## src/hdl/rv_pkg.sv

```systemverilog
package rv_pkg;

    ////////////////////
    // widths and depths
    ////////////////////
    localparam int xlen       = 32;
    localparam int imem_words = 256;              // program store, in words
    localparam int imem_aw    = $clog2(imem_words);
    localparam int dmem_bytes = 1024;             // data store, in bytes
    localparam int dmem_aw    = $clog2(dmem_bytes);

    typedef logic [xlen-1:0]    word_t;           // data, address or instruction
    typedef logic [4:0]         reg_idx_t;
    typedef logic [imem_aw-1:0] imem_addr_t;      // word index
    typedef logic [dmem_aw-1:0] dmem_addr_t;      // byte index

    // opcode groups, instr[6:2]
    typedef enum logic [4:0] {
        opc_load   = 5'b00000,
        opc_op_imm = 5'b00100,
        opc_auipc  = 5'b00101,
        opc_store  = 5'b01000,
        opc_op     = 5'b01100,
        opc_lui    = 5'b01101,
        opc_branch = 5'b11000,
        opc_jalr   = 5'b11001,
        opc_jal    = 5'b11011
    } opcode_e;

    typedef enum logic [3:0] {
        alu_add, alu_sub, alu_and, alu_or, alu_xor,
        alu_sll, alu_srl, alu_sra, alu_slt, alu_sltu,
        alu_pass_b                                // lui
    } alu_op_e;

    typedef enum logic [2:0] {imm_i, imm_s, imm_b, imm_u, imm_j} imm_sel_e;

    typedef enum logic [1:0] {wb_mem, wb_alu, wb_pc4} wb_sel_e;

    ////////////////////
    // control word
    ////////////////////
    typedef struct packed {
        logic       reg_we;
        imm_sel_e   imm_sel;
        logic       br_unsigned;
        logic       a_sel;        // 0 rs1, 1 pc
        logic       b_sel;        // 0 rs2, 1 imm
        alu_op_e    alu_op;
        logic       mem_rd;
        logic       mem_wr;
        logic [2:0] mem_size;     // funct3 of load/store
        wb_sel_e    wb_sel;
        logic       is_branch;
        logic       is_jump;
    } ctrl_t;

    // no register write, no store, no jump
    localparam ctrl_t ctrl_nop = '{
        reg_we: 1'b0, imm_sel: imm_i, br_unsigned: 1'b0, a_sel: 1'b0, b_sel: 1'b0,
        alu_op: alu_add, mem_rd: 1'b0, mem_wr: 1'b0, mem_size: 3'b010,
        wb_sel: wb_alu, is_branch: 1'b0, is_jump: 1'b0
    };

    // reports
    typedef struct packed {
        logic     valid;
        reg_idx_t rd;
        word_t    data;
    } retire_t;

    typedef struct packed {
        logic       valid;
        word_t      addr;         // word aligned
        word_t      data;         // already placed in its byte lanes
        logic [3:0] byte_en;
    } store_t;

endpackage

```

## src/hdl/rv_decode.sv

```systemverilog
`timescale 1ns/100ps

module rv_decode (
    input  logic          clk,
    input  logic          reset,
    input  logic          run,
    input  rv_pkg::word_t instr,
    input  rv_pkg::ctrl_t ctrl,
    input  rv_pkg::word_t wb_data,
    output rv_pkg::word_t rs1_val,
    output rv_pkg::word_t rs2_val,
    output rv_pkg::word_t imm,
    output logic          br_eq,
    output logic          br_lt
);

    rv_pkg::reg_idx_t rs1;
    rv_pkg::reg_idx_t rs2;
    rv_pkg::reg_idx_t rd;
    rv_pkg::word_t    regs [1:31];    // x0 not stored

    assign rs1 = instr[19:15];
    assign rs2 = instr[24:20];
    assign rd  = instr[11:7];

    ////////////////////
    // register file
    ////////////////////
    always_ff @(posedge clk) begin
        if (reset) begin
            for (int i = 1; i < 32; i++) begin
                regs[i] <= '0;
            end
        end else if (run && ctrl.reg_we && rd != 5'd0) begin
            regs[rd] <= wb_data;        // written at end of cycle
        end
    end

    // async reads, x0 hardwired
    assign rs1_val = (rs1 == 5'd0) ? '0 : regs[rs1];
    assign rs2_val = (rs2 == 5'd0) ? '0 : regs[rs2];

    ////////////////////
    // immediates
    ////////////////////
    always_comb begin
        case (ctrl.imm_sel)
            rv_pkg::imm_i: imm = {{20{instr[31]}}, instr[31:20]};
            rv_pkg::imm_s: imm = {{20{instr[31]}}, instr[31:25], instr[11:7]};
            // b and j scramble the offset bits, lsb always 0
            rv_pkg::imm_b: imm = {{19{instr[31]}}, instr[31], instr[7],
                                  instr[30:25], instr[11:8], 1'b0};
            rv_pkg::imm_u: imm = {instr[31:12], 12'b0};
            rv_pkg::imm_j: imm = {{11{instr[31]}}, instr[31], instr[19:12],
                                  instr[20], instr[30:21], 1'b0};
            default:       imm = '0;
        endcase
    end

    ////////////////////
    // branch compare
    ////////////////////
    assign br_eq = (rs1_val == rs2_val);

    always_comb begin
        if (ctrl.br_unsigned) begin
            br_lt = (rs1_val < rs2_val);
        end else begin
            br_lt = ($signed(rs1_val) < $signed(rs2_val));
        end
    end

endmodule

```

## config.mk

```make
export PLATFORM = sky130hd
export DESIGN_NAME = rv_decode
export DESIGN_NICKNAME = d
export VERILOG_FILES = /design/src/hdl/rv_pkg.sv /design/src/hdl/rv_decode.sv
export SDC_FILE = /design/constraint.sdc
export NUM_CORES = 2
export LEC_CHECK = 0
export BUFFER_PORTS_ARGS = -buffer_cell sky130_fd_sc_hd__buf_4
export CORE_AREA = 4 4 298 300
export DETAILED_ROUTE_END_ITERATION = 6
export DIE_AREA = 0 0 302 304
export GPL_TIMING_DRIVEN = 0
export PLACE_DENSITY = 0.79
export SETUP_SLACK_MARGIN = 0.2
export SLEW_MARGIN = 0
export SYNTH_ARGS = -nofsm -noshare
export SYNTH_HDL_FRONTEND = slang
export SYNTH_SLANG_ARGS = --single-unit
```

## constraint.sdc

```tcl
create_clock -name clk -period 6.2 [get_ports clk]
set_input_delay 0.62 -clock clk [delete_from_list [all_inputs] [get_ports clk]]
set_output_delay 0.62 -clock clk [all_outputs]
set_load 0.02 [all_outputs]
```

==> results.cfg <==
[timing]
maxSlewViolCount = 0
fmax_mhz = 163
setup_viol = 0
setup_tns_ns = 0
min_period_ns = 6.13
whs_ns = 0.187
worst_pin_slew_ns = 1.48
max-slew-margin-rel_pct = 1.43
fin_crit_sh_pct = 98.9
finalHoldViolCount = 0
grt_setup_unrepaired = false

[die]
io_pins = 185
die_h_um = 304
start_util_pct = 64.5
rows = 108
core_um2 = 86200
die-area_um2 = 91800
die_w_um = 302

[synth]
synth_area_per_cell_um2 = 15.8
ys_async_sr_fraction_pct = 0
syn-instance-count = 3520
yosysSeqAreaShare_pct = 55.3
synth_cell_types = 43
ys.flop_type = edfxtp_1
synth_seq_cells = 1024
yosysWarnings = 0
netlist_area_um2 = 55600
synth_edf_count = 1024

[job]
max_cap_violations = 0

[clock_network]
ctsRootBufferMaster = clkbuf_16
cts_max_path_buffers = 3
clock-sinks = 1024
cts_made_buffers = 105
cts_tree = yes
cts.clk_slew.worst_paths_ns = 0.06
h-tree-depth = 3
postCtsHoldBufs = 0

[pwr]
internal_power_mw = 12.6
clkPwrFrac_pct = 37.2
p_sw_share_pct = 26.4
power_switching_mw = 4.52
cellLeakagePower_nw = 21.7
combinationalPowerShare_pct = 15.1
power_density_nw_per_um2 = 277
ir_drop_mv = 0.249
seqPwrFrac_pct = 47.7

[global_routing]
overflow = 0
grtUsageTotal_pct = 39.2
grt_pass1_wl_mm = 250
grt_max_degree = 33
grt_pass1_vias = 35300
grt_antenna_before_repair = 10

[worst_setup_path]
cp-endpoint = br_lt
critPathLaunchType = input port
cp_common_cell = clkbuf_1
setup.worst_path.start = instr[17]
path_max_fanout = 10
crit_required_ns = 5.58
slowest_stage = clkbuf_1
arrival_ns = 5.51
slowest_delay_ns = 0.72
criticalPathCategory = in -> out
end_kind = output port
worstPathCellList = clkbuf_1, clkbuf_2, clkbuf_1, mux4_2, nand2_1, o21ai_1, ha_1, nand4_1, nor4_1, a21boi_0, o31a_2, o32ai_1, buf_4

[detailed_routing]
via_count = 35900
via_per_inst = 7.10
drc = 1
drt_iter0_markers = 5907
routedWlPerCell_um = 35.4
antenna_left = 0
first_pass_iters = 7
totalWireLength_mm = 179

[cells_and_area]
final_area_um2 = 61900
area_growth_pct = 11.3
largest_register_ffs = 1024
fillers = 5561
drive_gt1_share_pct = 28.6
final_nets = 3931
reg.largest.list = regs: 1024 flops
largest_register = regs

[placed_design]
place.port_buffers = 151
dp_hpwl_mm = 136
placed_cell_area_um2 = 58300
gp_congestion = 0.987

[status]
violations = DRC
status = finished with violations

[min_path]
min_path_type = in -> reg
-- layer usage --
| layer | up-vias | global-route usage (%) | wire length (µm) |
|---|---|---|---|
| met2 | 3175 | 58.6 | 81400 |
| met3 | 542 | 14.1 | 28100 |
| met4 | 6 | 19.0 | 10700 |
| met5 | - | 0 | 39 |
| met1 | 18100 | 51.9 | 58900 |
| li1 | 14100 | - | - |
-- power groups by stage --
stage / clock (mW) / combinational (mW) / sequential, mW
after floorplan: 0 / 1.53 / 8.22
after global placement: 0 / 2.44 / 8.27
after detailed placement: 0 / 2.47 / 8.31
after CTS: 6.31 / 2.49 / 8.17
after global routing: 6.62 / 2.65 / 8.21
final: 6.37 / 2.59 / 8.18
-- per-stage QoR --
stage	std cells	setup slack [ns]	power, mW	util [%]
after floorplan	3551	1.20	9.76	-
after global placement	4857	-1.60	10.7	67.7
after detailed placement	4857	-1.66	10.8	67.7
after CTS	5055	0.209	17.0	71.7
after global routing	5058	0.149	17.5	71.8
final	5063	0.0694	17.1	71.8
-- what timing repair did --
item                                    4_1_cts  5_1_grt
hold endpoints to repair                      0        0
gates resized for setup                      55       38
pin swaps                                     1        2
buffers inserted                              0        3
endpoints found under the setup margin        2        2
-- worst min path at each step --
stage | cells past startpoint | to | slack (ns) | start
floorplan | 0 | regs[0][0]$_DFFE_PP_ | 0.72 | wb_data[0]
global placement | 1 | regs[0][25]$_DFFE_PP_ | 0.87 | wb_data[25]
detailed placement | 1 | regs[0][22]$_DFFE_PP_ | 0.87 | wb_data[22]
CTS | 1 | regs[0][22]$_DFFE_PP_ | 0.17 | wb_data[22]
global route | 1 | regs[0][22]$_DFFE_PP_ | 0.18 | wb_data[22]
finish | 1 | regs[0][22]$_DFFE_PP_ | 0.19 | wb_data[22]
-- synth_stat cells, types with 25 or more instances --
cell      instances  area, µm²
edfxtp_1       1024      30700
and2_1          995       6220
mux4_2          606      13600
clkbuf_1        287       1080
nor2_1           89        334
mux2i_1          72        721
buf_2            52        260
nand2_1          51        191
o21ai_0          36        180
a21oi_1          35        175
inv_1            34        128
ha_1             32        400
or2_2            32        200
inv_2            25       93.8
-- critical path: cells and delay by family --
kind | cells | cell delay, ns
fa+ha+maj | 1 | 0.50
compound gates | 4 | 1.20
buf+inv | 4 | 1.98
simple gates | 3 | 0.70
mux | 1 | 0.48
-- layout by cell type, fill, tap and decap left out, drive strengths merged, types with 26 or more instances in the layout --
master | Yosys | layout
buf | 85 | 229
conb | 1 | 32
nor2 | 89 | 89
inv | 59 | 64
o32ai | 26 | 26
or2 | 32 | 32
o21ai | 36 | 36
mux4 | 606 | 606
and2 | 995 | 995
mux2i | 72 | 72
nand2 | 51 | 51
clkinv | 1 | 52
a21oi | 36 | 36
ha | 32 | 32
clkbuf | 287 | 423
edfxtp | 1024 | 1024
-- cell families (layout without fill, tap and decap cells) --
family                     Yosys count  in the layout  share of synthesized area, %
and+or+nand+nor                   1202           1202                          12.9
DFF                               1024           1024                          55.3
muxes                              687            687                          26.0
buffers and inverters              432            784                          3.17
AOI/OAI and AO/OA                  142            142                          1.94
adders and majority gates           32             32                         0.720
other                                1             37                       0.00674
-- layout make-up --
| cell class | instances | area, µm² | area share [%] |
|---|---|---|---|
| diodes | 5 | 12.5 | 0.0202 |
| plain buffers | 372 | 1670 | 2.69 |
| clock buffers | 127 | 2710 | 4.38 |
| clock inverters | 71 | 656 | 1.06 |
| inverters | 60 | 225 | 0.364 |
| multi-input cells | 2095 | 23300 | 37.6 |
| flip-flops and latches | 1024 | 30700 | 49.6 |
| well taps | 1155 | 1450 | 2.33 |
| repair buffers | 154 | 1160 | 1.87 |
Power figures use the tool's default switching activity.
