### src/hdl/rv_pkg.sv
package rv_pkg;

    ////////////////////
    // widths and depths
    ////////////////////
    localparam int xlen       = 32;
    localparam int imem_words = 256;              // program store, in words
    localparam int imem_aw    = $clog2(imem_words);
    localparam int dmem_bytes = 1024;             // data store, in bytes
    localparam int dmem_aw    = $clog2(dmem_bytes);

    typedef logic [xlen-1:0]    word_t;           // data, address or instruction
    typedef logic [4:0]         reg_idx_t;
    typedef logic [imem_aw-1:0] imem_addr_t;      // word index
    typedef logic [dmem_aw-1:0] dmem_addr_t;      // byte index

    // opcode groups, instr[6:2]
    typedef enum logic [4:0] {
        opc_load   = 5'b00000,
        opc_op_imm = 5'b00100,
        opc_auipc  = 5'b00101,
        opc_store  = 5'b01000,
        opc_op     = 5'b01100,
        opc_lui    = 5'b01101,
        opc_branch = 5'b11000,
        opc_jalr   = 5'b11001,
        opc_jal    = 5'b11011
    } opcode_e;

    typedef enum logic [3:0] {
        alu_add, alu_sub, alu_and, alu_or, alu_xor,
        alu_sll, alu_srl, alu_sra, alu_slt, alu_sltu,
        alu_pass_b                                // lui
    } alu_op_e;

    typedef enum logic [2:0] {imm_i, imm_s, imm_b, imm_u, imm_j} imm_sel_e;

    typedef enum logic [1:0] {wb_mem, wb_alu, wb_pc4} wb_sel_e;

    ////////////////////
    // control word
    ////////////////////
    typedef struct packed {
        logic       reg_we;
        imm_sel_e   imm_sel;
        logic       br_unsigned;
        logic       a_sel;        // 0 rs1, 1 pc
        logic       b_sel;        // 0 rs2, 1 imm
        alu_op_e    alu_op;
        logic       mem_rd;
        logic       mem_wr;
        logic [2:0] mem_size;     // funct3 of load/store
        wb_sel_e    wb_sel;
        logic       is_branch;
        logic       is_jump;
    } ctrl_t;

    // no register write, no store, no jump
    localparam ctrl_t ctrl_nop = '{
        reg_we: 1'b0, imm_sel: imm_i, br_unsigned: 1'b0, a_sel: 1'b0, b_sel: 1'b0,
        alu_op: alu_add, mem_rd: 1'b0, mem_wr: 1'b0, mem_size: 3'b010,
        wb_sel: wb_alu, is_branch: 1'b0, is_jump: 1'b0
    };

    // reports
    typedef struct packed {
        logic     valid;
        reg_idx_t rd;
        word_t    data;
    } retire_t;

    typedef struct packed {
        logic       valid;
        word_t      addr;         // word aligned
        word_t      data;         // already placed in its byte lanes
        logic [3:0] byte_en;
    } store_t;

endpackage

### src/hdl/rv_control.sv
`timescale 1ns/100ps

module rv_control (
    input  rv_pkg::word_t instr,
    input  logic          br_eq,
    input  logic          br_lt,
    output rv_pkg::ctrl_t ctrl,
    output logic          pc_sel
);

    logic [8:0] nbi;      // {funct7[5], funct3, opcode[6:2]}
    logic [2:0] funct3;

    assign funct3 = instr[14:12];
    assign nbi    = {instr[30], funct3, instr[6:2]};

    // register/immediate alu op writing rd from the alu
    function automatic rv_pkg::ctrl_t alu_ctl(input rv_pkg::alu_op_e op, input logic use_imm);
        rv_pkg::ctrl_t c;
        c         = rv_pkg::ctrl_nop;
        c.reg_we  = 1'b1;
        c.imm_sel = rv_pkg::imm_i;
        c.b_sel   = use_imm;
        c.alu_op  = op;
        c.wb_sel  = rv_pkg::wb_alu;
        return c;
    endfunction

    ////////////////////
    // decode table
    ////////////////////
    always_comb begin
        ctrl = rv_pkg::ctrl_nop;            // unknown -> no writes
        casez (nbi)
            // r-type
            {1'b0, 3'b000, rv_pkg::opc_op}: ctrl = alu_ctl(rv_pkg::alu_add, 1'b0);
            {1'b1, 3'b000, rv_pkg::opc_op}: ctrl = alu_ctl(rv_pkg::alu_sub, 1'b0);
            {1'b0, 3'b111, rv_pkg::opc_op}: ctrl = alu_ctl(rv_pkg::alu_and, 1'b0);
            {1'b0, 3'b110, rv_pkg::opc_op}: ctrl = alu_ctl(rv_pkg::alu_or, 1'b0);
            {1'b0, 3'b100, rv_pkg::opc_op}: ctrl = alu_ctl(rv_pkg::alu_xor, 1'b0);
            {1'b0, 3'b001, rv_pkg::opc_op}: ctrl = alu_ctl(rv_pkg::alu_sll, 1'b0);
            {1'b0, 3'b101, rv_pkg::opc_op}: ctrl = alu_ctl(rv_pkg::alu_srl, 1'b0);
            {1'b1, 3'b101, rv_pkg::opc_op}: ctrl = alu_ctl(rv_pkg::alu_sra, 1'b0);
            {1'b0, 3'b010, rv_pkg::opc_op}: ctrl = alu_ctl(rv_pkg::alu_slt, 1'b0);
            {1'b0, 3'b011, rv_pkg::opc_op}: ctrl = alu_ctl(rv_pkg::alu_sltu, 1'b0);

            // i-type, bit 30 is immediate except for the shifts
            {1'b?, 3'b000, rv_pkg::opc_op_imm}: ctrl = alu_ctl(rv_pkg::alu_add, 1'b1);
            {1'b?, 3'b111, rv_pkg::opc_op_imm}: ctrl = alu_ctl(rv_pkg::alu_and, 1'b1);
            {1'b?, 3'b110, rv_pkg::opc_op_imm}: ctrl = alu_ctl(rv_pkg::alu_or, 1'b1);
            {1'b?, 3'b100, rv_pkg::opc_op_imm}: ctrl = alu_ctl(rv_pkg::alu_xor, 1'b1);
            {1'b0, 3'b001, rv_pkg::opc_op_imm}: ctrl = alu_ctl(rv_pkg::alu_sll, 1'b1);
            {1'b0, 3'b101, rv_pkg::opc_op_imm}: ctrl = alu_ctl(rv_pkg::alu_srl, 1'b1);
            {1'b1, 3'b101, rv_pkg::opc_op_imm}: ctrl = alu_ctl(rv_pkg::alu_sra, 1'b1);
            {1'b?, 3'b010, rv_pkg::opc_op_imm}: ctrl = alu_ctl(rv_pkg::alu_slt, 1'b1);
            {1'b?, 3'b011, rv_pkg::opc_op_imm}: ctrl = alu_ctl(rv_pkg::alu_sltu, 1'b1);

            // loads, size and sign handled in memory
            {1'b?, 3'b000, rv_pkg::opc_load},
            {1'b?, 3'b001, rv_pkg::opc_load},
            {1'b?, 3'b010, rv_pkg::opc_load},
            {1'b?, 3'b100, rv_pkg::opc_load},
            {1'b?, 3'b101, rv_pkg::opc_load}: begin
                ctrl          = alu_ctl(rv_pkg::alu_add, 1'b1);
                ctrl.mem_rd   = 1'b1;
                ctrl.mem_size = funct3;
                ctrl.wb_sel   = rv_pkg::wb_mem;
            end

            // stores: rs1 + s-imm
            {1'b?, 3'b000, rv_pkg::opc_store},
            {1'b?, 3'b001, rv_pkg::opc_store},
            {1'b?, 3'b010, rv_pkg::opc_store}: begin
                ctrl.imm_sel  = rv_pkg::imm_s;
                ctrl.b_sel    = 1'b1;
                ctrl.mem_wr   = 1'b1;
                ctrl.mem_size = funct3;
            end

            // branches: alu makes pc + b-imm, comparator decides
            {1'b?, 3'b000, rv_pkg::opc_branch},
            {1'b?, 3'b001, rv_pkg::opc_branch},
            {1'b?, 3'b100, rv_pkg::opc_branch},
            {1'b?, 3'b101, rv_pkg::opc_branch},
            {1'b?, 3'b110, rv_pkg::opc_branch},
            {1'b?, 3'b111, rv_pkg::opc_branch}: begin
                ctrl.imm_sel     = rv_pkg::imm_b;
                ctrl.br_unsigned = funct3[1];   // bltu, bgeu
                ctrl.a_sel       = 1'b1;
                ctrl.b_sel       = 1'b1;
                ctrl.is_branch   = 1'b1;
            end

            {1'b?, 3'b???, rv_pkg::opc_jal},
            {1'b?, 3'b000, rv_pkg::opc_jalr}: begin
                ctrl         = alu_ctl(rv_pkg::alu_add, 1'b1);
                ctrl.imm_sel = (instr[3]) ? rv_pkg::imm_j : rv_pkg::imm_i;
                ctrl.a_sel   = instr[3];        // jal is pc relative
                ctrl.wb_sel  = rv_pkg::wb_pc4;  // link
                ctrl.is_jump = 1'b1;
            end

            {1'b?, 3'b???, rv_pkg::opc_auipc}: begin
                ctrl         = alu_ctl(rv_pkg::alu_add, 1'b1);
                ctrl.imm_sel = rv_pkg::imm_u;
                ctrl.a_sel   = 1'b1;
            end
            {1'b?, 3'b???, rv_pkg::opc_lui}: begin
                ctrl         = alu_ctl(rv_pkg::alu_pass_b, 1'b1);
                ctrl.imm_sel = rv_pkg::imm_u;
            end
            default: ctrl = rv_pkg::ctrl_nop;
        endcase
    end

    ////////////////////
    // branch resolve
    ////////////////////
    always_comb begin
        pc_sel = 1'b0;
        if (ctrl.is_jump) begin
            pc_sel = 1'b1;                  // jal, jalr
        end else if (ctrl.is_branch) begin
            case (funct3)
                3'b000:         pc_sel = br_eq;     // beq
                3'b001:         pc_sel = !br_eq;    // bne
                3'b100, 3'b110: pc_sel = br_lt;     // blt, bltu
                3'b101, 3'b111: pc_sel = !br_lt;    // bge, bgeu
                default:        pc_sel = 1'b0;
            endcase
        end
    end

endmodule

### config.mk
export PLATFORM = sky130hd
export DESIGN_NAME = rv_control
export DESIGN_NICKNAME = d
export VERILOG_FILES = /design/src/hdl/rv_pkg.sv /design/src/hdl/rv_control.sv
export SDC_FILE = /design/constraint.sdc
export NUM_CORES = 1
export LEC_CHECK = 0
export BUFFER_PORTS_ARGS = -buffer_cell sky130_fd_sc_hd__buf_2
export CAP_MARGIN = 25
export CORE_MARGIN = 8
export CORE_UTILIZATION = 32
export DETAILED_ROUTE_END_ITERATION = 6
export PLACE_DENSITY_LB_ADDON = 0.25
export SLEW_MARGIN = 10
export SYNTH_ARGS = -nofsm -noshare
export SYNTH_HDL_FRONTEND = slang
export SYNTH_SLANG_ARGS = --single-unit
### constraint.sdc
create_clock -name vclk -period 0.8
set_input_delay 0 -clock vclk [all_inputs]
set_output_delay 0 -clock vclk [all_outputs]
set_load 0.01 [all_outputs]
==> impl_results.html <==
<table>
<tr><th>Metric</th><th>Value</th></tr>
<tr><th colspan="2">GRT</th></tr>
<tr><td>Via count of the first global-routing pass</td><td>781</td></tr>
<tr><td>Antenna violations before repair</td><td>0</td></tr>
<tr><td>GRT Resource Usage Total</td><td>15.00%</td></tr>
<tr><td>Gr ovfl total</td><td>0</td></tr>
<tr><td>Global-route wire length before repair</td><td>approximately 3500 um</td></tr>
<tr><td>Pin count of the biggest net entering global routing</td><td>12</td></tr>
<tr><th colspan="2">Setup path</th></tr>
<tr><td>Sort of element at the start of the critical path</td><td>input port</td></tr>
<tr><td>Data required, critical path</td><td>0.80 ns</td></tr>
<tr><td>Slowest stage cell, crit path</td><td>sky130_fd_sc_hd__nor4bb_4</td></tr>
<tr><td>Cell breakdown of the critical path</td><td>buf_12 &gt; nor4bb_4 &gt; mux2i_1 &gt; nand3_1 &gt; o311ai_2 &gt; buf_2</td></tr>
<tr><td>Critical Path Start</td><td>instr[14]</td></tr>
<tr><td>Arrival time reported for the critical path endpoint</td><td>1.02 ns</td></tr>
<tr><td>Largest stage delay, worst path</td><td>around 0.3 ns</td></tr>
<tr><td>Critical path capture point type</td><td>output pin</td></tr>
<tr><td>Maximum net fanout on the critical path</td><td>8</td></tr>
<tr><td>Start-to-end type of the worst setup path</td><td>in -&gt; out</td></tr>
<tr><th colspan="2">Floorplan</th></tr>
<tr><td>Die boundary width</td><td>53.88 um</td></tr>
<tr><td>Die height</td><td>53.88 um</td></tr>
<tr><td>Effective utilization at floorplan</td><td>34.85%</td></tr>
<tr><td>Cell Rows</td><td>13</td></tr>
<tr><td>Floorplan die area</td><td>2903 um^2</td></tr>
<tr><td>Area of the placeable core</td><td>1318 um^2</td></tr>
<tr><td>Number of ports placed on the die boundary</td><td>55</td></tr>
<tr><th colspan="2">Job</th></tr>
<tr><td>Maximum Capacitance Violations</td><td>0</td></tr>
<tr><th colspan="2">Placement</th></tr>
<tr><td>RD Place Congestion</td><td>~0.8</td></tr>
<tr><td>DP Worst Slack</td><td>-0.2296 ns</td></tr>
<tr><td>Total of buffers placed on input and output ports</td><td>32</td></tr>
<tr><td>Post-detail-place hpwl</td><td>1523 um</td></tr>
<tr><th colspan="2">Power</th></tr>
<tr><td>Worst vdd rail ir drop</td><td>approximately 0.00037 V</td></tr>
<tr><td>Power density cells</td><td>478.5 nW/um^2</td></tr>
<tr><td>Leakage</td><td>0.6034 nW</td></tr>
<tr><th colspan="2">STA</th></tr>
<tr><td>Unrepaired setup endpoints after global routing</td><td>yes</td></tr>
<tr><td>Final setup violation count</td><td>19</td></tr>
<tr><td>Hold Vio Cnt, Final</td><td>0</td></tr>
<tr><td>Slew HR</td><td>81.35%</td></tr>
<tr><td>Slew at the pin closest to its max-slew limit</td><td>0.2773 ns</td></tr>
<tr><td>Final critical-path setup slack</td><td>-0.2230 ns</td></tr>
<tr><td>Final Slew Violations</td><td>0</td></tr>
<tr><td>Final period util</td><td>127.9%</td></tr>
<tr><td>Period minus WS final</td><td>1.023 ns</td></tr>
<tr><td>Max Freq</td><td>977.5 MHz</td></tr>
<tr><td>Aggregate negative setup slack</td><td>-2.451 ns</td></tr>
<tr><th colspan="2">Cells and area</th></tr>
<tr><td>Diodes inserted</td><td>0</td></tr>
<tr><td>Post-layout nets</td><td>between 150 and 200</td></tr>
<tr><td>Ratio of cells with drive above 1 in the final layout</td><td>71.97%</td></tr>
<tr><td>Area growth, synth to finish</td><td>146.3%</td></tr>
<tr><td>Seq. cell area</td><td>0 um^2</td></tr>
<tr><td>Most frequent standard cell in the layout excluding fill and tap cells</td><td>sky130_fd_sc_hd__buf_4</td></tr>
<tr><td>Final-layout clock buffer total</td><td>0</td></tr>
<tr><td>Seq_cells</td><td>0</td></tr>
<tr><td>Most frequent cells in the layout</td><td>sky130_fd_sc_hd__buf_4 (25), sky130_fd_sc_hd__buf_2 (21), sky130_fd_sc_hd__buf_6 (13)</td></tr>
<tr><th colspan="2">Routing</th></tr>
<tr><td>Routed wire length per instance</td><td>between 15 and 20 um</td></tr>
<tr><td>ANT nets after route</td><td>0</td></tr>
<tr><td>Max Used Layer</td><td>met4</td></tr>
<tr><td>Via count</td><td>867</td></tr>
<tr><td>First DRT Iteration DRCs</td><td>42</td></tr>
<tr><td>Number of iterations in the first detailed-routing pass</td><td>4</td></tr>
<tr><td>Via density per instance</td><td>5.898</td></tr>
<tr><td>DRT Wirelength</td><td>2628 um</td></tr>
<tr><td>Detailed-routed wire length on met2</td><td>1343 um</td></tr>
<tr><td>DRC</td><td>0</td></tr>
<tr><td>Wire length on met3</td><td>about 220 um</td></tr>
<tr><td>Routed met1 length</td><td>993 um</td></tr>
<tr><th colspan="2">Synthesis</th></tr>
<tr><td>Mean instance size in the synthesized netlist</td><td>6.290 um^2</td></tr>
<tr><td>Yosys warning count</td><td>0</td></tr>
<tr><td>Post-synthesis instance area</td><td>~460 um^2</td></tr>
<tr><td>Number of unique standard cell types used by synthesis</td><td>38</td></tr>
<tr><td>Number of cells produced by synthesis</td><td>73</td></tr>
<tr><td>Net count after synthesis</td><td>~110</td></tr>
<tr><td>Fraction of the yosys area taken by sequential cells</td><td>0%</td></tr>
<tr><th colspan="2">Status</th></tr>
<tr><td>Result of the run</td><td>finished, violations left</td></tr>
<tr><td>Failing checks</td><td>setup timing</td></tr>
<tr><th colspan="2">Hold path</th></tr>
<tr><td>Worst Hold Class</td><td>in -&gt; out</td></tr>
<tr><td>Start point of the worst hold path</td><td>instr[2]</td></tr>
</table>
-- critical path: cells and delay by family --
kind,cells,cell delay (ns)
AND/OR/NAND/NOR,2,0.47
multiplexers,1,0.14
AO/OA/AOI/OAI,1,0.13
buffers and inverters,2,0.29
-- power by group --
group / internal (W) / total [W] / switching [W] / leakage, nW
registers: 0 / 0 / 0 / 0
clock network: 0 / 0 / 0 / 0
logic: 0.000286 / 0.000541 / 0.000255 / 0.603
-- per-layer routing --
metal	up-vias	track usage (%)
li1	395	-
met2	58	29.92
met3	12	1.377
met4	0	2.521
met1	402	16.54
met5	-	0
-- synth_stat cells, types with 2 or more instances --
cell                        number  area share, %
sky130_fd_sc_hd__buf_2           4            4.4
sky130_fd_sc_hd__nor2_1          9            7.4
sky130_fd_sc_hd__mux2i_1         2            4.4
sky130_fd_sc_hd__a21oi_1         3            3.3
sky130_fd_sc_hd__and3_1          2            2.7
sky130_fd_sc_hd__nor4_1          2            2.7
sky130_fd_sc_hd__a221oi_1        2            3.8
sky130_fd_sc_hd__o2111a_1        2            4.9
sky130_fd_sc_hd__o2111ai_1       2            3.8
sky130_fd_sc_hd__nand2b_1        2            2.7
sky130_fd_sc_hd__o21ai_0         2            2.2
sky130_fd_sc_hd__o21ai_1         3            3.3
sky130_fd_sc_hd__inv_1           4            3.3
sky130_fd_sc_hd__nand3_1         4            4.4
sky130_fd_sc_hd__nand2_1         7            5.7
-- metrics by stage --
stage	area, um^2	utilization [%]	total power, W	std cells	hold WS (ns)
after floorplan	469.2	-	0.0001629	73	0.03804
after global placement	798.3	60.59	0.0003349	139	0.3596
after detailed placement	798.3	60.59	0.0003395	139	0.3668
after CTS	983.4	74.64	0.0004313	143	0.3392
after global routing	1131	85.85	0.0005734	147	0.3590
final	1131	85.85	0.0005412	147	0.3533
-- final cells by class --
type	count	area (um^2)
Timing Repair Buffer	64	516.7
Fill cell	70	186.4
Multi-Input combinational cell	63	576.8
Inverter	5	18.77
Tap cell	15	18.77
-- cells by family (layout without fill, tap and decap cells) --
family / after synthesis / count (layout) / synth area share (%)
AO/OA/AOI/OAI: 21 / 21 / 34.33
XOR/XNOR: 1 / 1 / 1.908
buffers and inverters: 10 / 69 / 10.08
AND/OR/NAND/NOR: 39 / 39 / 49.32
multiplexers: 2 / 2 / 4.360
-- timing repair --
item / in CTS / in global routing
pin swaps: 15 / 14
setup endpoints to repair: 19 / 19
setup buffers: 4 / 4
resized for setup: 39 / 21
hold buffers: 0 / 0
-- path summary, 6_finish.rpt --
check / to / depth (start not counted) / slack [ns]
max: ctrl[19] / 6 / -0.22
min: ctrl[3] / 3 / 0.35
Note: power is estimated with default switching activity, not from simulation.
