`src/hdl/rv_pkg.sv`:
```
package rv_pkg;

    ////////////////////
    // widths and depths
    ////////////////////
    localparam int xlen       = 32;
    localparam int imem_words = 256;              // program store, in words
    localparam int imem_aw    = $clog2(imem_words);
    localparam int dmem_bytes = 1024;             // data store, in bytes
    localparam int dmem_aw    = $clog2(dmem_bytes);

    typedef logic [xlen-1:0]    word_t;           // data, address or instruction
    typedef logic [4:0]         reg_idx_t;
    typedef logic [imem_aw-1:0] imem_addr_t;      // word index
    typedef logic [dmem_aw-1:0] dmem_addr_t;      // byte index

    // opcode groups, instr[6:2]
    typedef enum logic [4:0] {
        opc_load   = 5'b00000,
        opc_op_imm = 5'b00100,
        opc_auipc  = 5'b00101,
        opc_store  = 5'b01000,
        opc_op     = 5'b01100,
        opc_lui    = 5'b01101,
        opc_branch = 5'b11000,
        opc_jalr   = 5'b11001,
        opc_jal    = 5'b11011
    } opcode_e;

    typedef enum logic [3:0] {
        alu_add, alu_sub, alu_and, alu_or, alu_xor,
        alu_sll, alu_srl, alu_sra, alu_slt, alu_sltu,
        alu_pass_b                                // lui
    } alu_op_e;

    typedef enum logic [2:0] {imm_i, imm_s, imm_b, imm_u, imm_j} imm_sel_e;

    typedef enum logic [1:0] {wb_mem, wb_alu, wb_pc4} wb_sel_e;

    ////////////////////
    // control word
    ////////////////////
    typedef struct packed {
        logic       reg_we;
        imm_sel_e   imm_sel;
        logic       br_unsigned;
        logic       a_sel;        // 0 rs1, 1 pc
        logic       b_sel;        // 0 rs2, 1 imm
        alu_op_e    alu_op;
        logic       mem_rd;
        logic       mem_wr;
        logic [2:0] mem_size;     // funct3 of load/store
        wb_sel_e    wb_sel;
        logic       is_branch;
        logic       is_jump;
    } ctrl_t;

    // no register write, no store, no jump
    localparam ctrl_t ctrl_nop = '{
        reg_we: 1'b0, imm_sel: imm_i, br_unsigned: 1'b0, a_sel: 1'b0, b_sel: 1'b0,
        alu_op: alu_add, mem_rd: 1'b0, mem_wr: 1'b0, mem_size: 3'b010,
        wb_sel: wb_alu, is_branch: 1'b0, is_jump: 1'b0
    };

    // reports
    typedef struct packed {
        logic     valid;
        reg_idx_t rd;
        word_t    data;
    } retire_t;

    typedef struct packed {
        logic       valid;
        word_t      addr;         // word aligned
        word_t      data;         // already placed in its byte lanes
        logic [3:0] byte_en;
    } store_t;

endpackage

```
`src/hdl/rv_execute.sv`:
```
`timescale 1ns/100ps

module rv_execute (
    input  rv_pkg::ctrl_t ctrl,
    input  rv_pkg::word_t pc,
    input  rv_pkg::word_t rs1_val,
    input  rv_pkg::word_t rs2_val,
    input  rv_pkg::word_t imm,
    output rv_pkg::word_t alu_out
);

    rv_pkg::word_t op_a;
    rv_pkg::word_t op_b;
    logic [4:0]    shamt;

    ////////////////////
    // operand select
    ////////////////////
    assign op_a  = ctrl.a_sel ? pc : rs1_val;     // pc for branch, jal, auipc
    assign op_b  = ctrl.b_sel ? imm : rs2_val;
    assign shamt = op_b[4:0];                     // only low 5 bits shift

    ////////////////////
    // alu
    ////////////////////
    always_comb begin
        case (ctrl.alu_op)
            rv_pkg::alu_add:    alu_out = op_a + op_b;
            rv_pkg::alu_sub:    alu_out = op_a - op_b;
            rv_pkg::alu_and:    alu_out = op_a & op_b;
            rv_pkg::alu_or:     alu_out = op_a | op_b;
            rv_pkg::alu_xor:    alu_out = op_a ^ op_b;
            rv_pkg::alu_sll:    alu_out = op_a << shamt;
            rv_pkg::alu_srl:    alu_out = op_a >> shamt;
            rv_pkg::alu_sra:    alu_out = $signed(op_a) >>> shamt;   // sign fill
            rv_pkg::alu_slt: begin
                alu_out = {31'b0, $signed(op_a) < $signed(op_b)};
            end
            rv_pkg::alu_sltu: begin
                alu_out = {31'b0, op_a < op_b};
            end
            // lui, imm already shifted up
            rv_pkg::alu_pass_b: alu_out = op_b;
            default:            alu_out = op_a + op_b;
        endcase
    end

endmodule

```
`config.mk`:
```
export PLATFORM = sky130hd
export DESIGN_NAME = rv_execute
export DESIGN_NICKNAME = d
export VERILOG_FILES = /design/src/hdl/rv_pkg.sv /design/src/hdl/rv_execute.sv
export SDC_FILE = /design/constraint.sdc
export NUM_CORES = 1
export LEC_CHECK = 0
export BUFFER_PORTS_ARGS = -buffer_cell sky130_fd_sc_hd__clkbuf_2
export CAP_MARGIN = 20
export CORE_UTILIZATION = 42
export DETAILED_ROUTE_END_ITERATION = 16
export GPL_TIMING_DRIVEN = 1
export SYNTH_ARGS = -nofsm -noshare
export SYNTH_HDL_FRONTEND = slang
export SYNTH_SLANG_ARGS = --single-unit
```
`constraint.sdc`:
```
create_clock -name vclk -period 6.95
set_clock_uncertainty 0.1 [all_clocks]
set_input_delay 1.39 -clock vclk [all_inputs]
set_output_delay 1.39 -clock vclk [all_outputs]
set_load 0.02 [all_outputs]
```
==> metrics.md, run 1 <==
| Metric | Value |
|---|---|
| Status | completed |
| Simple-Gate Fraction of Synth Area | 19.92% |
| First-pass GRT wire length | 63760 um |
| Fin crit period | 6799 ps |
| Area growth from synthesis to layout | 17.49% |
| Largest net degree at the start of global routing | 67 |
| Cells after Synth | 1402 |
| Share of the synthesized area in the top cell type | 14.39% |
| Worst slew margin | 17.86% |
| Count leader, synth | nand2_1 |
| Yosys cell types | 76 |
| Slew @ Worst Pin | 1229 ps |
| Synth Area in XOR/XNOR | 0.3844% |
| Die X | 149.3 um |
| Hold-fix buffers, CTS | 0 |
| Final WL | 43560 um |
| DR vias/cell | 6.368 |
| CP Launch Type | input port |
| Die ar. | 22300 sq um |
| Yosys top cell by area | mux2i_1 |
| Routed Antenna Nets | 0 |
| Total power draw | 1292 uW |
| Row Count | 53 |
| Crit Path Class | input port to output port |
| Synth Area in Adders | 13.75% |
| Largest cells by area after synthesis | mux2i_1 (14%), ha_1 (13%), nand2_1 (7.2%), a21oi_1 (6.4%), o21ai_0 (6.0%) |
| Mapped Nets | 1649 |
| Synth top cells by count | nand2_1 (174), nor2_1 (132), mux2i_1 (131), a21oi_1 (117), o21ai_0 (110) |
| Starting Density | 43.09% |
| IR drop worst, VDD | 0.00007854 V |
| Main combinational cell family by area after synthesis | compound AO/OA/AOI/OAI gates |
| Pins over their slew limit | 0 |
| DPL Wire Length | 34710 um |
| Antenna violations before repair | 0 |
| Mux contribution to synthesized area | 18.82% |
| Placed Cells | 1846 |
| Vias in the first global route | 10.51k |
| Peak Freq | 147.1 MHz |
| GP Congestion | 1.022 |
| Worst Hold Depth | 5 |
| DRC | 0 |
| RSZ-0062 raised after global routing | yes |
| Nets | 1820 |
| Seq Cell Count | 0 |
| Total track usage | 37.72% |
| Static leakage | 0.005167 uW |
| Power Density | 120.6 nW/um^2 |
| Max cap viols | 0 |
| IO Count | 180 |
| Clkbuf count | 0 |
| Total congestion overflow | 0 |
| Seq/Total Area, Yosys | 0% |
| Die height | 149.3 um |
| IO buf count | 166 |
| Final non-filler cell total | 1846 |
| Crit path DAT | 5310 ps |
| Final hold vios | 0 |
| Netlist Area Pre-Place | 9115 sq um |
| Setup crit end kind | output port |
| Final worst slack | 151.3 ps |
| Max FO, Critical Path | 22 |
| Core area | 21150 sq um |
| Syn avg cell area | 6.501 sq um |
| FF/Latch Area | 0 sq um |
| DR pass1 iterations | 6 |
| Critical Path RT | 5460 ps |
| Final setup fails | 0 |
| Layout cells sized above 1 | 21.45% |
| Wire length per cell | 23.60 um |
| Initial DRC count | 1259 |
| HP Class | input port to output port |
| Syn. warnings | 0 |
| Vias post-DR | 11.76k |
| ANT cells | 0 |
| Compound-Gate Fraction of Synth Area | 37.65% |
| Post-place setup slack | 192.2 ps |
| Final period util | 97.82% |
[kinds of logic after synthesis]
logic type | count (synthesis)
AOI/OAI and AO/OA | 516
xor gates and xnor gates | 4
adders and majority gates | 99
buffers and inverters | 203
muxes | 160
and+or+nand+nor | 420
[worst paths after layout]
path	endpoint	slack, ps	start
worst max-delay path	alu_out[31]	150	ctrl[13]
worst min-delay path	alu_out[5]	3350	rs2_val[5]
[through the flow]
stage,hold WS (ps),instance area [sq um],TNS (ps),util (%)
finish,3347,10710,0,50.62
floorplan,2956,9115,0,-
CTS,3334,10680,0,50.50
global placement,3322,10680,0,50.50
detailed placement,3326,10680,0,50.50
global route,3379,10710,-22.80,50.62
[what timing repair did]
action | in CTS | in global routing
hold endpoints to repair | 0 | 0
resized for setup | 0 | 6
setup buffers | 0 | 0
setup endpoints to repair | 0 | 4
[layer usage]
metal	track usage [%]	vias up	share of wire, %
li1	-	5523	-
met1	49.06	5439	41
met2	61.58	677	45
met3	4.190	116	8.5
met4	18.32	0	5.5
met5	0	-	0
[where the power goes]
group          switching [uW]  internal (uW)
sequential                  0              0
combinational             815            477
clock                       0              0
total                     815            477
[worst max-delay path: stages]
cell and delay (ps):
clkbuf_2 160, buf_12 220, mux2i_4 430, ha_1 360, inv_1 120, a21oi_2 170, buf_4 150, a31o_2 160
a31oi_1 190, or4_4 610, a31oi_1 160, nor3_1 70, buf_4 160, o41ai_4 350, a21oi_1 120, a2bb2oi_1 230
clkbuf_2 210
[placed cells by master, fill, tap and decap left out, drive strengths merged, types with 30 or more instances in the layout]
| cell | n |
|---|---|
| clkbuf | 166 |
| nand2 | 174 |
| mux2i | 139 |
| buf | 108 |
| o21ai | 118 |
| inv | 98 |
| ha | 97 |
| nor3 | 33 |
| nor2 | 133 |
| a21oi | 118 |
| o211ai | 30 |
[area by class of cell]
class / count / area [sq um]
fill: 2228 / 10450
inverter: 98 / 367.9
multi-input combinational: 1199 / 8318
tap: 275 / 344.1
timing repair buffer: 274 / 1679
(Power assumes the default switching activity.)
==> run 2: changes to the inputs <==
Settings changed: REMOVE_ABC_BUFFERS from default to 1.
==> metrics.md, run 2 (synthesized netlist as in run 1, its figures left out) <==
| Metric | Value |
|---|---|
| Pins over their slew limit | 0 |
| Power Density | 119.5 nW/um^2 |
| Final period util | 98.32% |
| Nets | 1834 |
| Row Count | 53 |
| Antenna violations before repair | 0 |
| Starting Density | 43.09% |
| IO Count | 180 |
| Fin crit period | 6833 ps |
| DR vias/cell | 6.366 |
| Critical Path RT | 5460 ps |
| First-pass GRT wire length | 63360 um |
| Most common cell after layout, fill and taps aside | nand2_1 |
| DRC | 0 |
| GP Congestion | 1.035 |
| Pint | 492.6 uW |
| Worst slew margin | 19.12% |
| DR pass1 iterations | 7 |
| Setup crit end kind | output port |
| Max FO, Critical Path | 15 |
| CP Launch Type | input port |
| Combinational Power Share | 100.0% |
| Vias post-DR | 11.84k |
| Layout cells sized above 1 | 22.52% |
| Crit Path Class | input port to output port |
| Wire length per cell | 22.91 um |
| NetSw | 805.6 uW |
| DPL Wire Length | 33500 um |
| Peak Freq | 146.3 MHz |
| Die ar. | 22300 sq um |
| Largest net degree at the start of global routing | 67 |
| IO buf count | 166 |
| IR drop worst, VDD | 0.00007215 V |
| Final hold vios | 0 |
| Die height | 149.3 um |
| Clk pwr share | 0% |
| Total congestion overflow | 0 |
| Routed Antenna Nets | 0 |
| ANT cells | 0 |
| Sw Share | 62.06% |
| FF/Latch Area | 0 sq um |
| HP Class | input port to output port |
| Static leakage | 0.005237 uW |
| Final setup fails | 0 |
| Core area | 21150 sq um |
| # fillers | 2221 |
| Slew @ Worst Pin | 1207 ps |
| Final Util | 51.37% |
| Final WL | 42610 um |
| Total power draw | 1298 uW |
| Vias in the first global route | 10.93k |
| Seq Cell Count | 0 |
| Area of the multi-input gates | 8351 sq um |
| Die X | 149.3 um |
| Area growth from synthesis to layout | 19.22% |
| Clkbuf count | 0 |
| Flop pwr share | 0% |
| Most frequent cells in the layout | nand2_1 (174), clkbuf_2 (164), nor2_1 (132) |
| Max cap viols | 0 |
| Status | completed |
| Total track usage | 37.10% |
| Crit path DAT | 5340 ps |
| Initial DRC count | 1325 |
==> run 2: area by class of cell <==
cell class / instances / share of cell area [%]
Multi-Input combinational cell: 1199 / 76.84
Timing Repair Buffer: 288 / 16.60
Inverter: 98 / 3.385
Tap cell: 275 / 3.166
==> run 2: metal layers <==
metal	track usage [%]	share of wire, %
met3	4.128	8.5
met5	0	0
met4	14.80	4.6
met1	49.40	42
met2	60.63	44
==> run 2: stage by stage <==
stage          instance area [sq um]  hold slack (ps)  instances  worst slack [ps]  TNS (ps)
2_1_floorplan                   8620             2956       1297             -1949    -38830
5_1_grt                        10870             3291       1860          -0.02975  -0.02975
6_report                       10870             3238       1860             116.6         0
4_1_cts                        10800             3241       1859             46.52         0
3_5_place_dp                   10790             3235       1859            -100.8    -100.8
3_3_place_gp                   10790             3225       1859            -163.1    -163.1
==> run 2: worst paths after layout <==
path,slack (ps),endpoint,depth (start not counted),startpoint
max,120,alu_out[29],17,ctrl[13]
min,3240,alu_out[0],5,ctrl[10]
==> run 2: power groups by stage <==
| stage | clock (uW) | combinational [uW] | sequential [uW] |
|---|---|---|---|
| detailed placement | 0 | 1250 | 0 |
| finish | 0 | 1300 | 0 |
| global placement | 0 | 1250 | 0 |
| floorplan | 0 | 786 | 0 |
| global route | 0 | 1390 | 0 |
| CTS | 0 | 1260 | 0 |
==> run 2: worst max-delay path: stages <==
cell and delay, ps:
clkbuf_2 100, buf_12 150, buf_16 200, mux2i_4 350
ha_1 280, inv_1 120, a21oi_2 250, a31o_2 210
a31oi_1 240, or4_4 650, a31oi_2 210, nor3_1 80
buf_4 160, o41ai_4 360, a21oi_1 140, o221ai_1 250
buf_2 200
==> run 2: repair_timing <==
item,CTS,global route
endpoints found under the setup margin,1,6
gates resized for setup,2,14
hold buffers,0,0
pin swaps,0,1
setup buffers,0,1
==> run 3: changes to the inputs <==
Clock period 6.95 ns to 6.79 ns, I/O delays scaled along.
==> metrics.md, run 3 (synthesized netlist as in run 1, its figures left out) <==
| Metric | Value |
|---|---|
| Status | completed |
| Initial DRC count | 1233 |
| Setup crit end kind | output port |
| Pins over their slew limit | 0 |
| Fin crit period | 6703 ps |
| Most common cell after layout, fill and taps aside | nand2_1 |
| Vias post-DR | 11.97k |
| Nets | 1866 |
| Wire length per cell | 23.17 um |
| Peak Freq | 149.2 MHz |
| Flop pwr share | 0% |
| Hold-fix buffers, CTS | 0 |
| Total congestion overflow | 0 |
| Seq Cell Count | 0 |
| Crit Path Class | input port to output port |
| CP Launch Type | input port |
| Most frequent cells in the layout | nand2_1 (174), clkbuf_2 (164), buf_4 (150) |
| First-pass GRT wire length | 64380 um |
| Max stage delay cell, worst path | a221o_1 |
| Final WL | 43860 um |
| Max stage delay on crit path | 540 ps |
| Max cap viols | 0 |
| Critical Path RT | 5330 ps |
| Setup_tns | 0 ps |
| HP Start | imm[9] |
| Sw Share | 61.58% |
| DRC | 0 |
| Layout cells sized above 1 | 24.37% |
| Crit path max-delay family | compound AO/OA/AOI/OAI gates |
| DR vias/cell | 6.324 |
| Vias in the first global route | 10.95k |
| Crit path DAT | 5250 ps |
| Area growth from synthesis to layout | 22.14% |
| Die X | 149.3 um |
| Levels on crit path | 17 |
| Max FO, Critical Path | 8 |
| GP Congestion | 0.9969 |
| IO buf count | 166 |
| IO Count | 180 |
| Final period util | 98.72% |
| Static leakage | 0.005396 uW |
| Pint | 525.8 uW |
| Total power draw | 1369 uW |
| IR drop worst, VDD | 0.00007552 V |
| Die height | 149.3 um |
| Combinational Power Share | 100.0% |
| FF/Latch Area | 0 sq um |
| Antenna violations before repair | 0 |
| Core area | 21150 sq um |
| Cell mode on critical path | buf_4 |
| HP Class | input port to output port |
| Slew @ Worst Pin | 1090 ps |
| DR pass1 iterations | 5 |
| CP Launch Point | ctrl[13] |
| Row Count | 53 |
| Crit-path cells | clkbuf_4 -> buf_4 -> mux2i_4 -> buf_4 -> fa_1 -> nor2b_1 -> o211ai_1 -> buf_4 -> a31oi_1 -> a221o_1 -> a21o_1 -> a211o_1 -> a21boi_1 -> o21bai_1 -> o221a_2 -> o21ai_1 -> clkbuf_2 |
| Total track usage | 38.09% |
| DPL Wire Length | 34900 um |
| Starting Density | 43.09% |
| Routed Antenna Nets | 0 |
| Worst path bufs/invs | 5 |
| Largest net degree at the start of global routing | 67 |
| Final hold vios | 0 |
| RSZ-0062 raised after global routing | no |
| Power Density | 122.9 nW/um^2 |
| Worst Hold Depth | 5 |
| Die ar. | 22300 sq um |
| Clk pwr share | 0% |
| NetSw | 842.9 uW |
| Final setup fails | 0 |
| Clkbuf count | 0 |
| Worst slew margin | 26.92% |
## run 3: cell count changes in the layout (fill, tap and decap cells not counted), moves of 2 or more
cell	before	now
buf_4	118	150
buf_2	2	0
clkbuf_4	0	2
o21ai_0	110	108
o21ai_1	8	10
## run 3: per-stage QoR
stage	std cells	utilization (%)	worst slack (ps)	area, sq um	hold slack, ps
6_report	1893	52.63	86.71	11130	3182
5_1_grt	1892	52.62	0.5294	11130	3250
4_1_cts	1890	52.06	1.060	11010	3173
3_5_place_dp	1890	52.00	-111.8	11000	3169
3_3_place_gp	1890	52.00	-68.87	11000	3174
2_1_floorplan	1297	-	-2045	8620	2892
## run 3: path summary, 6_finish.rpt
path / endpoint / slack [ps]
max: alu_out[30] / 90
min: alu_out[9] / 3180
## run 3: final cells by class
type / instances / area (sq um)
diodes: 1 / 2.502
fillers: 2218 / 10020
inverters: 98 / 367.9
multi-input cells: 1199 / 8377
well taps: 275 / 344.1
repair buffers: 320 / 2042
## run 3: layer usage
layer / share of wire (%) / up-vias / global-route usage, %
met3: 8.6 / 117 / 5.107
li1: - / 5612 / -
met1: 42 / 5593 / 49.75
met4: 4.2 / 0 / 13.52
met2: 45 / 649 / 63.53
met5: 0 / - / 0
## run 3: power by group through the flow
stage	Clock, uW	Combinational (uW)	Sequential [uW]
3_3_place_gp	0	1310	0
5_1_grt	0	1460	0
6_report	0.0000619	1370	0
4_1_cts	0	1320	0
2_1_floorplan	0	805	0
3_5_place_dp	0	1320	0
## run 3: repair_timing
item | 4_1_cts | 5_1_grt
setup buffers | 0 | 1
gates cloned | 0 | 1
resized for setup | 4 | 24
pin swaps | 0 | 1
endpoints found under the setup margin | 3 | 13
